[config.mk]
export PLATFORM = sky130hd
export DESIGN_NAME = chunk_fetch_top
export DESIGN_NICKNAME = d
export VERILOG_FILES = /design/src/chunk_pkg.sv /design/src/chunk_fetch_top.sv /design/src/chunk_row.sv /design/src/cmd_fifo.sv /design/src/row_scan.sv
export SDC_FILE = /design/constraint.sdc
export NUM_CORES = 1
export LEC_CHECK = 0
export ABC_CLOCK_PERIOD_IN_PS = 15200
export BUFFER_PORTS_ARGS = -buffer_cell sky130_fd_sc_hd__buf_2
export CAP_MARGIN = 20
export CORE_MARGIN = 4
export CORE_UTILIZATION = 55
export CTS_BUF_LIST = sky130_fd_sc_hd__clkbuf_4 sky130_fd_sc_hd__clkbuf_8 sky130_fd_sc_hd__clkbuf_16
export CTS_CLUSTER_SIZE = 25
export DETAILED_ROUTE_END_ITERATION = 16
export PLACE_DENSITY = 0.81
export SLEW_MARGIN = 15
export SYNTH_ARGS = -nofsm -noshare
export SYNTH_HDL_FRONTEND = slang
export SYNTH_SLANG_ARGS = --single-unit
[constraint.sdc]
create_clock -name i_clk -period 15.2 [get_ports i_clk]
set_clock_uncertainty 0.2 [all_clocks]
set_input_delay 3.04 -clock i_clk [delete_from_list [all_inputs] [get_ports i_clk]]
set_output_delay 3.04 -clock i_clk [all_outputs]
set_load 0.01 [all_outputs]
[src/chunk_pkg.sv]
// shared widths, command encoding and descriptor types for the row chunker
// every block of the tensor-fetch chunker imports this package

package chunk_pkg;

	// ==============================
	// widths
	// ==============================
	// element address width, linear global memory
	localparam int GLOBAL_ADDR_BW = 16;
	// elements per cache line, power of two
	localparam int CACHE_SIZE = 32;
	// max elements in one command
	localparam int VSIZE = 8;

	// derived
	// offset inside a cache line
	localparam int C_BW = $clog2(CACHE_SIZE);
	// trailing pad count
	localparam int V_BW = $clog2(VSIZE);
	// command length, 1..VSIZE
	localparam int V_BW1 = $clog2(VSIZE + 1);

	// ==============================
	// command type
	// ==============================
	typedef enum logic [1:0] {
		CMD_FETCH = 2'd0,
		CMD_WRAP  = 2'd1,
		CMD_ZERO  = 2'd2
	} cmd_type_e;

	// ==============================
	// descriptors
	// ==============================
	// window over global memory, set by the host per frame
	typedef struct packed {
		logic [GLOBAL_ADDR_BW-1:0] base;
		logic [GLOBAL_ADDR_BW-1:0] stride;
		logic [GLOBAL_ADDR_BW-1:0] n_rows;
		logic [GLOBAL_ADDR_BW-1:0] first_valid;
		logic [GLOBAL_ADDR_BW-1:0] last_valid;
		// two's complement, may be negative
		logic [GLOBAL_ADDR_BW-1:0] l;
		logic [GLOBAL_ADDR_BW-1:0] n;
		logic [GLOBAL_ADDR_BW-1:0] bound;
		logic [V_BW-1:0]           pad;
		logic                      wrap;
	} window_desc_t;

	// one row, row scanner to chunk stage
	typedef struct packed {
		logic [GLOBAL_ADDR_BW-1:0] linear;
		logic                      islast;
		logic [V_BW-1:0]           pad;
		logic                      valid;
		logic [GLOBAL_ADDR_BW-1:0] l;
		logic [GLOBAL_ADDR_BW-1:0] n;
		logic [GLOBAL_ADDR_BW-1:0] bound;
		logic                      wrap;
	} row_desc_t;

	// one fetch command
	// addr is line aligned, addrofs is the element inside that line
	typedef struct packed {
		cmd_type_e                 cmd_type;
		logic                      islast;
		logic [GLOBAL_ADDR_BW-1:0] addr;
		logic [C_BW-1:0]           addrofs;
		logic [V_BW1-1:0]          len;
	} chunk_cmd_t;

endpackage

[src/chunk_fetch_top.sv]
// top level of the row chunker
// host starts a frame with a four-phase req/ack, commands leave over rdy/ack
// o_start_ack rises once the final command of the frame has been taken

`timescale 1ns/10ps

module chunk_fetch_top import chunk_pkg::*; #(
	parameter int FIFO_DEPTH  = 4,
	parameter int MAX_ROWS_BW = 8
) (
	input  logic         i_clk,
	input  logic         i_rst_n,
	input  logic         i_start_req,
	output logic         o_start_ack,
	input  window_desc_t i_desc,
	output logic         o_cmd_rdy,
	output chunk_cmd_t   o_cmd,
	input  logic         i_cmd_ack
);

	// ==============================
	// frame start / end
	// ==============================
	logic busy_r;
	logic ack_r;
	logic go;
	logic frame_end;

	// new frame only with ack low and nothing running
	assign go          = i_start_req && !busy_r && !ack_r;
	assign frame_end   = o_cmd_rdy && i_cmd_ack && o_cmd.islast;
	assign o_start_ack = ack_r;

	always_ff @(posedge i_clk) begin
		if (!i_rst_n) begin
			busy_r <= 1'b0;
			ack_r  <= 1'b0;
		end else if (go) begin
			busy_r <= 1'b1;
		end else if (frame_end) begin
			busy_r <= 1'b0;
			ack_r  <= 1'b1;
		end else if (!i_start_req) begin
			// host dropped req, close the handshake
			ack_r <= 1'b0;
		end
	end

	// ==============================
	// pipeline
	// ==============================
	logic       row_rdy;
	logic       row_ack;
	row_desc_t  row;
	logic       ch_rdy;
	logic       ch_ack;
	chunk_cmd_t ch_cmd;

	row_scan #(.MAX_ROWS_BW(MAX_ROWS_BW)) u_scan (
		.i_clk(i_clk), .i_rst_n(i_rst_n), .i_go(go), .i_desc(i_desc),
		.o_row_rdy(row_rdy), .o_row(row), .i_row_ack(row_ack), .o_done()
	);

	chunk_row u_chunk (
		.i_clk(i_clk), .i_rst_n(i_rst_n),
		.i_row_rdy(row_rdy), .i_row(row), .o_row_ack(row_ack),
		.o_cmd_rdy(ch_rdy), .o_cmd(ch_cmd), .i_cmd_ack(ch_ack)
	);

	cmd_fifo #(.FIFO_DEPTH(FIFO_DEPTH)) u_fifo (
		.i_clk(i_clk), .i_rst_n(i_rst_n),
		.i_in_rdy(ch_rdy), .i_in(ch_cmd), .o_in_ack(ch_ack),
		.o_out_rdy(o_cmd_rdy), .o_out(o_cmd), .i_out_ack(i_cmd_ack)
	);

endmodule

[src/chunk_row.sv]
// chunk stage of the row chunker
// splits one row descriptor into left border, center, right border and pad
// commands, issued in that order over rdy/ack. one init cycle per row picks
// the first kind of work, then one command per cycle while the sink acks

`timescale 1ns/10ps

module chunk_row import chunk_pkg::*; (
	input  logic       i_clk,
	input  logic       i_rst_n,
	input  logic       i_row_rdy,
	input  row_desc_t  i_row,
	output logic       o_row_ack,
	output logic       o_cmd_rdy,
	output chunk_cmd_t o_cmd,
	input  logic       i_cmd_ack
);

	localparam int GBW = GLOBAL_ADDR_BW;

	// ==============================
	// signals
	// ==============================
	// row taken, init cycle already spent
	logic           started_r;
	logic           init_v;
	logic           cmd_fire;
	logic           invalid_row;

	// row geometry
	logic [GBW-1:0] pos_l;
	logic [GBW-1:0] pos_r;
	logic [GBW-1:0] pos_b;
	logic [GBW-1:0] lb_end;
	logic [GBW-1:0] ctr_start;
	logic [GBW-1:0] ctr_end;

	// work kinds, bit 0 lborder, 1 center, 2 rborder, 3 pad
	logic [3:0]     work_flags;
	logic [3:0]     work_todo;
	logic [3:0]     next_sel;
	logic           no_next;
	logic [3:0]     sel_r;
	logic [3:0]     done_r;

	// cursor and current command
	logic [GBW-1:0]     cur_r;
	logic [GBW-1:0]     cur_addr;
	logic [GBW-1:0]     stage_end;
	logic [GBW-1:0]     cur_step;
	logic [GBW-1:0]     step_end;
	logic [GBW-C_BW-1:0] line_nxt;
	logic [GBW-1:0]     align_end;
	logic [GBW-1:0]     cmd_end;
	logic [GBW-1:0]     span;
	logic [GBW-1:0]     next_start;
	logic               stage_last;
	cmd_type_e          border_type;
	cmd_type_e          cur_type;

	// ==============================
	// init stage and handshake
	// ==============================
	// first cycle of a row is spent picking work, no command yet
	assign init_v    = i_row_rdy && !started_r;
	assign o_cmd_rdy = i_row_rdy && started_r;
	assign cmd_fire  = o_cmd_rdy && i_cmd_ack;
	// row retires with its final command
	assign o_row_ack = cmd_fire && stage_last && no_next;

	// ==============================
	// row geometry and work flags
	// ==============================
	//        linear          B
	//          |----valid----|
	//     |---------wanted--------|
	//     L                       R
	assign invalid_row = !(i_row.valid || i_row.wrap);
	assign pos_l = i_row.linear + i_row.l;
	assign pos_r = pos_l + i_row.n;
	assign pos_b = i_row.linear + i_row.bound;
	assign border_type = i_row.wrap ? CMD_WRAP : CMD_ZERO;

	always_comb begin
		// left border stops at R when the span never reaches the row
		if ($signed(pos_r) < $signed(i_row.linear) || invalid_row)
			lb_end = pos_r;
		else
			lb_end = i_row.linear;
		ctr_start = ($signed(pos_l) > $signed(i_row.linear)) ? pos_l : i_row.linear;
		ctr_end   = ($signed(pos_r) < $signed(pos_b)) ? pos_r : pos_b;

		work_flags[0] = i_row.l[GBW-1] || invalid_row;
		// center needs R strictly past linear, else it is empty
		work_flags[1] = !invalid_row && ($signed(pos_r) > $signed(i_row.linear))
			&& ($signed(i_row.l) < $signed(i_row.bound));
		work_flags[2] = !invalid_row && ($signed(pos_r) > $signed(pos_b));
		work_flags[3] = i_row.pad != '0;
	end

	// lowest-first pick among kinds not yet done
	assign work_todo = work_flags & ~done_r;
	assign next_sel  = work_todo & (~work_todo + 4'd1);
	assign no_next   = work_todo == 4'd0;

	// ==============================
	// current command
	// ==============================
	always_comb begin
		// defaults cover pad and idle
		stage_end = pos_r;
		cur_addr  = cur_r;
		cur_type  = CMD_ZERO;
		if (sel_r[0]) begin
			stage_end = lb_end;
			cur_addr  = i_row.linear;
			cur_type  = border_type;
		end else if (sel_r[1]) begin
			stage_end = ctr_end;
			cur_type  = CMD_FETCH;
		end else if (sel_r[2]) begin
			// right edge element is B-1
			cur_addr  = pos_b - GBW'(1);
			cur_type  = border_type;
		end
	end

	always_comb begin
		cur_step  = cur_r + GBW'(VSIZE);
		step_end  = ($signed(cur_step) >= $signed(stage_end)) ? stage_end : cur_step;
		// next cache line boundary, only cuts the center
		line_nxt  = cur_r[GBW-1:C_BW] + 1'b1;
		align_end = {line_nxt, {C_BW{1'b0}}};
		if (sel_r[1] && $signed(align_end) < $signed(step_end))
			cmd_end = align_end;
		else
			cmd_end = step_end;
		span       = cmd_end - cur_r;
		stage_last = sel_r[3] || (cmd_end == stage_end);

		// where the cursor starts for the kind picked next
		if (next_sel[0])
			next_start = pos_l;
		else if (next_sel[1])
			next_start = ctr_start;
		else if (next_sel[2])
			next_start = pos_b;
		else
			next_start = cur_addr; // pad keeps last address issued
	end

	always_comb begin
		o_cmd.cmd_type = cur_type;
		o_cmd.islast   = i_row.islast && stage_last && no_next;
		o_cmd.addr     = {cur_addr[GBW-1:C_BW], {C_BW{1'b0}}};
		o_cmd.addrofs  = cur_addr[C_BW-1:0];
		o_cmd.len      = sel_r[3] ? V_BW1'(i_row.pad) : span[V_BW1-1:0];
	end

	// ==============================
	// sequential
	// ==============================
	always_ff @(posedge i_clk) begin
		if (!i_rst_n) begin
			started_r <= 1'b0;
			sel_r     <= '0;
			done_r    <= '0;
		end else if (init_v) begin
			started_r <= 1'b1;
			sel_r     <= next_sel;
			done_r    <= next_sel;
		end else if (cmd_fire && stage_last) begin
			if (no_next) begin
				// row finished, wait for the next one
				started_r <= 1'b0;
				sel_r     <= '0;
				done_r    <= '0;
			end else begin
				sel_r  <= next_sel;
				done_r <= done_r | next_sel;
			end
		end
	end

	// cursor
	always_ff @(posedge i_clk) begin
		if (init_v || (cmd_fire && stage_last && !no_next))
			cur_r <= next_start;
		else if (cmd_fire)
			cur_r <= cmd_end;
	end

	// ==============================
	// checks
	// ==============================
	// an active row always works on exactly one kind
	assert property (@(posedge i_clk) disable iff (!i_rst_n) started_r |-> $onehot(sel_r))
		else $error("work kind selection not one-hot on an active row");
	assert property (@(posedge i_clk) disable iff (!i_rst_n) o_cmd_rdy |-> o_cmd.len != '0)
		else $error("zero length command offered");

endmodule

[src/cmd_fifo.sv]
// command queue between the chunk stage and the output port
// circular buffer, rdy/ack on both sides, one cycle of latency when empty
// input is not acked while the queue is full

`timescale 1ns/10ps

module cmd_fifo import chunk_pkg::*; #(
	parameter int FIFO_DEPTH = 4
) (
	input  logic       i_clk,
	input  logic       i_rst_n,
	input  logic       i_in_rdy,
	input  chunk_cmd_t i_in,
	output logic       o_in_ack,
	output logic       o_out_rdy,
	output chunk_cmd_t o_out,
	input  logic       i_out_ack
);

	localparam int PTR_BW = (FIFO_DEPTH > 1) ? $clog2(FIFO_DEPTH) : 1;
	localparam int CNT_BW = $clog2(FIFO_DEPTH + 1);

	// ==============================
	// storage and pointers
	// ==============================
	chunk_cmd_t        mem [FIFO_DEPTH];
	logic [PTR_BW-1:0] wr_ptr_r;
	logic [PTR_BW-1:0] rd_ptr_r;
	logic [CNT_BW-1:0] cnt_r;

	logic full;
	logic empty;
	logic do_wr;
	logic do_rd;

	assign full  = cnt_r == CNT_BW'(FIFO_DEPTH);
	assign empty = cnt_r == '0;
	assign do_wr = i_in_rdy && o_in_ack;
	assign do_rd = o_out_rdy && i_out_ack;

	assign o_in_ack  = i_in_rdy && !full;
	assign o_out_rdy = !empty;
	assign o_out     = mem[rd_ptr_r];

	// pointer step with wrap, depth need not be a power of two
	function automatic logic [PTR_BW-1:0] ptr_inc(input logic [PTR_BW-1:0] p);
		if (p == PTR_BW'(FIFO_DEPTH - 1))
			return '0;
		return p + 1'b1;
	endfunction

	always_ff @(posedge i_clk) begin
		if (!i_rst_n) begin
			wr_ptr_r <= '0;
			rd_ptr_r <= '0;
			cnt_r    <= '0;
		end else begin
			if (do_wr)
				wr_ptr_r <= ptr_inc(wr_ptr_r);
			if (do_rd)
				rd_ptr_r <= ptr_inc(rd_ptr_r);
			// simultaneous read and write keeps the count
			if (do_wr && !do_rd)
				cnt_r <= cnt_r + 1'b1;
			else if (do_rd && !do_wr)
				cnt_r <= cnt_r - 1'b1;
		end
	end

	always_ff @(posedge i_clk) begin
		if (do_wr)
			mem[wr_ptr_r] <= i_in;
	end

	// ==============================
	// checks
	// ==============================
	// count never runs past the depth
	assert property (@(posedge i_clk) disable iff (!i_rst_n)
		cnt_r <= CNT_BW'(FIFO_DEPTH))
		else $error("write into a full command queue");
	// consumer side must only ack an offered command
	assert property (@(posedge i_clk) disable iff (!i_rst_n) i_out_ack |-> o_out_rdy)
		else $error("read from an empty command queue");

endmodule

[src/row_scan.sv]
// row scanner of the chunker
// walks the rows of one frame and offers a row descriptor per row (rdy/ack)
// i_desc must stay stable for the whole frame, which the start handshake ensures

`timescale 1ns/10ps

module row_scan import chunk_pkg::*; #(
	parameter int MAX_ROWS_BW = 8
) (
	input  logic         i_clk,
	input  logic         i_rst_n,
	input  logic         i_go,
	input  window_desc_t i_desc,
	output logic         o_row_rdy,
	output row_desc_t    o_row,
	input  logic         i_row_ack,
	output logic         o_done
);

	// ==============================
	// state
	// ==============================
	logic                      rdy_r;
	logic                      done_r;
	logic [MAX_ROWS_BW-1:0]    row_cnt_r;
	// running linear address of the current row
	logic [GLOBAL_ADDR_BW-1:0] linear_r;

	logic [GLOBAL_ADDR_BW-1:0] row_idx;
	logic                      row_last;
	logic                      row_fire;

	// counter widened for compares against the descriptor
	assign row_idx  = GLOBAL_ADDR_BW'(row_cnt_r);
	assign row_last = row_idx == i_desc.n_rows - GLOBAL_ADDR_BW'(1);
	assign row_fire = rdy_r && i_row_ack;

	assign o_row_rdy = rdy_r;
	assign o_done    = done_r;

	// ==============================
	// row descriptor
	// ==============================
	always_comb begin
		o_row.linear = linear_r;
		o_row.islast = row_last;
		o_row.pad    = i_desc.pad;
		// valid only inside first_valid..last_valid
		o_row.valid  = (row_idx >= i_desc.first_valid) && (row_idx <= i_desc.last_valid);
		o_row.l      = i_desc.l;
		o_row.n      = i_desc.n;
		o_row.bound  = i_desc.bound;
		o_row.wrap   = i_desc.wrap;
	end

	// ==============================
	// control
	// ==============================
	always_ff @(posedge i_clk) begin
		if (!i_rst_n) begin
			rdy_r  <= 1'b0;
			done_r <= 1'b0;
		end else begin
			// single cycle pulse after the last row leaves
			done_r <= row_fire && row_last;
			if (i_go) begin
				rdy_r <= 1'b1;
			end else if (row_fire && row_last) begin
				rdy_r <= 1'b0;
			end
		end
	end

	// counter and address, only meaningful while rdy_r
	always_ff @(posedge i_clk) begin
		if (i_go) begin
			row_cnt_r <= '0;
			linear_r  <= i_desc.base;
		end else if (row_fire) begin
			row_cnt_r <= row_cnt_r + 1'b1;
			// next row by stride, no multiply
			linear_r  <= linear_r + i_desc.stride;
		end
	end

	// ==============================
	// checks
	// ==============================
	// held row must not change, relies on the host keeping i_desc stable too
	assert property (@(posedge i_clk) disable iff (!i_rst_n)
		o_row_rdy && !i_row_ack |=> $stable(o_row))
		else $error("row descriptor changed while waiting for ack");

endmodule

==> impl_metrics.tcl, run 1 <==
set metrics [dict create \
    whs_ns 0.289 \
    synthArstFlopShare_pct 0 \
    antenna_found_initial 0 \
    avgSynthCellArea_sq_um 9.05 \
    grt_use_total_pct 31.6 \
    drc 0 \
    cp_common_cell "a21o_1" \
    clockBufferDepth 2 \
    worst_path_largest_cell_delay_ns 0.40 \
    root_buffer "clkbuf_16" \
    fin_setup_tns_ns 0 \
    yosysUniqueCellTypes 100 \
    final-setup-viol-count 0 \
    worstPathArrival_ns 14.53 \
    hp-class "reg2reg" \
    io_pins 166 \
    drt_pass1_iterations 6 \
    diodes 0 \
    synth_area_leaders "edfxtp_1 25%, ha_1 15%, xnor2_1 4.0%" \
    synth_edf_count 124 \
    final_cells 2196 \
    grt_pass1_wl_um 75200 \
    required_ns 15.19 \
    crit_type "in2reg" \
    grt_max_degree 54 \
    insertion_delay_ns 0.44 \
    crit_path_top_delay_cell "o41ai_2" \
    dp_cells 2162 \
    postSynthCellCount 1665 \
    die_h_um 174 \
    cts_buffers 17 \
    die_w_um 174 \
    tritoncts "yes" \
    drive_gt1_share_pct 17.7 \
    crit_path_end_kind "flip-flop" \
    drt_iter0_drc 1390 \
    start_util_pct 55.9 \
    htreeDepth 4 \
    finalHoldViolCount 0 \
    yosysSeqAreaShare_pct 28.6 \
    min_period_ns 14.55 \
    synth_top_area_share_pct 24.7 \
    yosys_warnings 0 \
    core-area_sq_um 27000 \
    nets 2165 \
    seq_area_sq_um 4300 \
    period_share_pct 95.7 \
    worst_pin_slew_ns 1.03 \
    multiInputGateArea_sq_um 10100 \
    fillers 2260 \
    vias_per_cell 6.40 \
    synth_common_cells "181 x ha_1, 135 x inv_1, 130 x nand2_1" \
    path_clk_slew_ns 0.08 \
    ys_ff_latch 153 \
    yosysTopAreaCell "edfxtp_1" \
    portBuffers 160 \
    antenna_left 0 \
    slew_headroom_pct 31.1 \
    row_count 60 \
    status "finished, final reports clean" \
    dieArea_sq_um 30100 \
    slew_viol_final 0 \
    cts_sinks 153 \
    synth_most_common_cell "ha_1" \
    grt-ovfl-total 0 \
    critPathMaxFanout 16 \
    startpoint_type "input pin" \
    syn2layout_area_growth_pct 13.9 \
    synth_ff_type "edfxtp_1" \
    place_congestion 0.993 \
    wl_um 49100 \
    drv_cap 0 \
    fmax_mhz 68.8 \
    num_vias 14100 \
    netlist_area_sq_um 15100 \
    dp_hpwl_um 39700 \
    routedWlPerCell_um 22.3 \
    grt_pass1_vias 13700 \
]
[sequential cells by signal, summed over array words and instances, names as in the netlist, 2 cells and up, named ones only]
register / cells
u_chunk.cur_r: 16
u_scan.linear_r: 16
u_scan.row_cnt_r: 8
u_chunk.sel_r: 4
u_fifo.rd_ptr_r: 2
u_fifo.wr_ptr_r: 2
u_fifo.mem: 92
u_fifo.cnt_r: 3
u_chunk.done_r: 4
[path summary, 6_finish.rpt]
path / start / end / cells past startpoint / slack, ns
max: i_desc[36] / u_chunk.cur_r[3] / 57 / 0.65
min: u_chunk.done_r[0] / u_chunk.done_r[0] / 2 / 0.29
max reg2reg: u_scan.linear_r[2] / u_chunk.cur_r[3] / 54 / 2.73
min reg2reg: u_chunk.done_r[0] / u_chunk.done_r[0] / 2 / 0.29
[critical path, delay by kind of cell]
family | cells | cell delay, ns
buffers and inverters | 7 | 1.12
multiplexers | 2 | 0.69
AND/OR/NAND/NOR | 12 | 1.64
adder cells (fa/ha/maj) | 6 | 1.72
AO/OA/AOI/OAI | 28 | 5.76
XOR/XNOR | 2 | 0.54
[final cells by class]
class	count	share of cell area, %
clock inverters	15	1.13
inverters	137	3.00
well taps	341	2.49
flip-flops and latches	153	25.1
clock buffers	17	2.48
repair buffers	208	6.86
multi-input cells	1325	59.0
[through the flow]
stage | setup slack [ns] | instance area (sq um) | utilization, %
finish | 0.655 | 17200 | 63.7
global route | -0.00733 | 17200 | 63.7
CTS | 0.535 | 17100 | 63.3
detailed placement | 0.123 | 16400 | 61.0
global placement | 0.333 | 16400 | 61.0
floorplan | 0.0298 | 15100 | -
[metal layers]
metal	GRT usage (%)	up-vias	share of wire, %
met1	42.1	6624	41
li1	-	6576	-
met4	14.1	0	4.9
met5	0	-	0
met3	5.30	118	9.1
met2	50.9	736	45
[cell families after synthesis]
family / count (synthesis) / synth area share, %
DFF: 153 / 28.6
and+or+nand+nor: 496 / 16.2
buffers and inverters: 191 / 5.07
adders and majority gates: 187 / 15.8
AOI/OAI and AO/OA: 450 / 20.6
xor gates and xnor gates: 105 / 6.19
other: 1 / 0.0249
muxes: 82 / 7.49
[cells in the final DEF (no fill, tap or decap), drive strengths merged, types with 17 or more instances in the layout]
master / count
and3: 19
nand2b: 23
nand3: 50
dfxtp: 29
a21oi: 112
or3: 17
o21ai: 89
clkbuf: 17
a211oi: 18
edfxtp: 124
xnor2: 68
nor3: 29
mux4: 23
a21o: 51
xor2: 36
inv: 141
nand4: 32
nor2: 129
nand2: 130
buf: 208
ha: 181
mux2i: 43
nor4: 17
[what timing repair did]
action,in CTS,in global routing
gates resized for setup,0,21
hold buffers,0,0
buffers inserted,0,2
setup endpoints to repair,0,62
Power of run 1 is not shown: default switching activity piles up to over one toggle a cycle in this logic, so the estimate is an artifact.
==> run 2: changes to the inputs <==
CORE_UTILIZATION = 56   (was 55)
SYNTH_HIERARCHICAL = 1   (was not set)
==> impl_metrics.tcl, run 2 <==
set metrics [dict create \
    status "finished, final reports clean" \
    netlist_area_sq_um 16100 \
    cts_buffers 17 \
    final-setup-viol-count 0 \
    slew_headroom_pct 18.5 \
    whs_path_depth 2 \
    grt_use_total_pct 31.3 \
    multiInputGateArea_sq_um 10200 \
    antenna_left 0 \
    dieArea_sq_um 31600 \
    diodes 0 \
    grt-ovfl-total 0 \
    slew_viol_final 0 \
    worst_pin_slew_ns 1.21 \
    largestRegisters "u_fifo/mem: 112 flops, u_chunk/cur_r: 16 flops, u_scan/linear_r: 16 flops" \
    crit_type "in2reg" \
    postSynthCellCount 1702 \
    cp_common_cell "ha_1" \
    place_area_sq_um 17400 \
    tritoncts "yes" \
    final_cells 2254 \
    drive_gt1_share_pct 20.2 \
    drt_pass1_iterations 6 \
    cts_sinks 173 \
    fmax_mhz 68.1 \
    dp_hpwl_um 39100 \
    required_ns 15.21 \
    grt_pass1_vias 14000 \
    hp-class "reg2reg" \
    start_util_pct 57.4 \
    period_share_pct 96.6 \
    drv_cap 0 \
    crit_path_end_kind "flip-flop" \
    clockBufferDepth 2 \
    vias_per_cell 6.31 \
    io_pins 166 \
    worstRegToRegCells 54 \
    die_h_um 178 \
    crit_path_top_delay_cell "or4_4" \
    avgSynthCellArea_sq_um 9.48 \
    largest_reg_flops 112 \
    wl_um 49900 \
    startpoint_type "input pin" \
    die_w_um 178 \
    antenna_found_initial 0 \
    htreeDepth 4 \
    pre_cts_slack_ns -0.219 \
    fillers 2374 \
    design_area_sq_um 18100 \
    num_vias 14200 \
    finalHoldViolCount 0 \
    portBuffers 165 \
    place_congestion 1.01 \
    root_buffer "clkbuf_16" \
    worst_path_largest_cell_delay_ns 0.57 \
    grt_pass1_wl_um 76800 \
    layout_commonest_cell "ha_1" \
    mostFrequentLayoutCells "181 x ha_1, 165 x buf_2, 144 x edfxtp_1, 125 x a21oi_1, 115 x inv_1" \
    drc 0 \
    drt_iter0_drc 1487 \
    syn2layout_area_growth_pct 12.5 \
    fin_setup_tns_ns 0 \
    seq_area_sq_um 4910 \
    core-area_sq_um 28100 \
    nets 2186 \
    dp_cells 2220 \
    routedWlPerCell_um 22.1 \
    worstPathArrival_ns 14.69 \
    insertion_delay_ns 0.45 \
    critPathMaxFanout 17 \
    row_count 61 \
    regMostFlops "u_fifo/mem" \
    yosys_warnings 6 \
    path_clk_slew_ns 0.10 \
    grt_max_degree 54 \
    min_period_ns 14.68 \
    worst_slack_ns 0.522 \
]
run 2: path summary, 6_finish.rpt:
kind / startpoint / to / slack [ns]
hold reg to reg: busy_r / busy_r / 0.30
hold / removal: busy_r / busy_r / 0.30
setup reg to reg: u_scan/linear_r[0] / u_chunk/cur_r[2] / 2.63
setup / recovery: i_desc[36] / u_chunk/cur_r[2] / 0.52
run 2: routing by layer:
metal	vias up	share of wire, %	global-route usage (%)
met5	-	0	0
met4	0	3.3	10.0
met3	135	9.1	6.28
met2	736	47	52.3
met1	6728	40	40.9
li1	6615	-	-
run 2: what timing repair did:
action                     in CTS  in global routing
hold buffers                    0                  0
setup endpoints to repair       0                 70
buffers inserted                0                  1
resized for setup               0                 24
run 2: worst max-delay path, delay by kind of cell:
family                     cells  cell delay (ns)
adders and majority gates      6             1.87
AOI/OAI and AO/OA             20             3.83
muxes                          4             0.84
xor gates and xnor gates       3             0.53
and+or+nand+nor               16             3.57
buffers and inverters          6             0.96
run 2: area by class of cell:
type	count	area share, %
clock buffers	17	2.34
clock inverters	15	1.12
inverters	117	2.42
multi-input cells	1308	56.4
flip-flops and latches	173	27.0
well taps	378	2.61
repair buffers	246	8.10
run 2: stage by stage:
step           util [%]  hold WS, ns
2_1_floorplan         -        0.249
3_3_place_gp       61.9        0.276
3_5_place_dp       61.9        0.289
4_1_cts            64.2        0.299
5_1_grt            64.6        0.330
6_report           64.6        0.296
Power of run 2 is left out for the same reason.
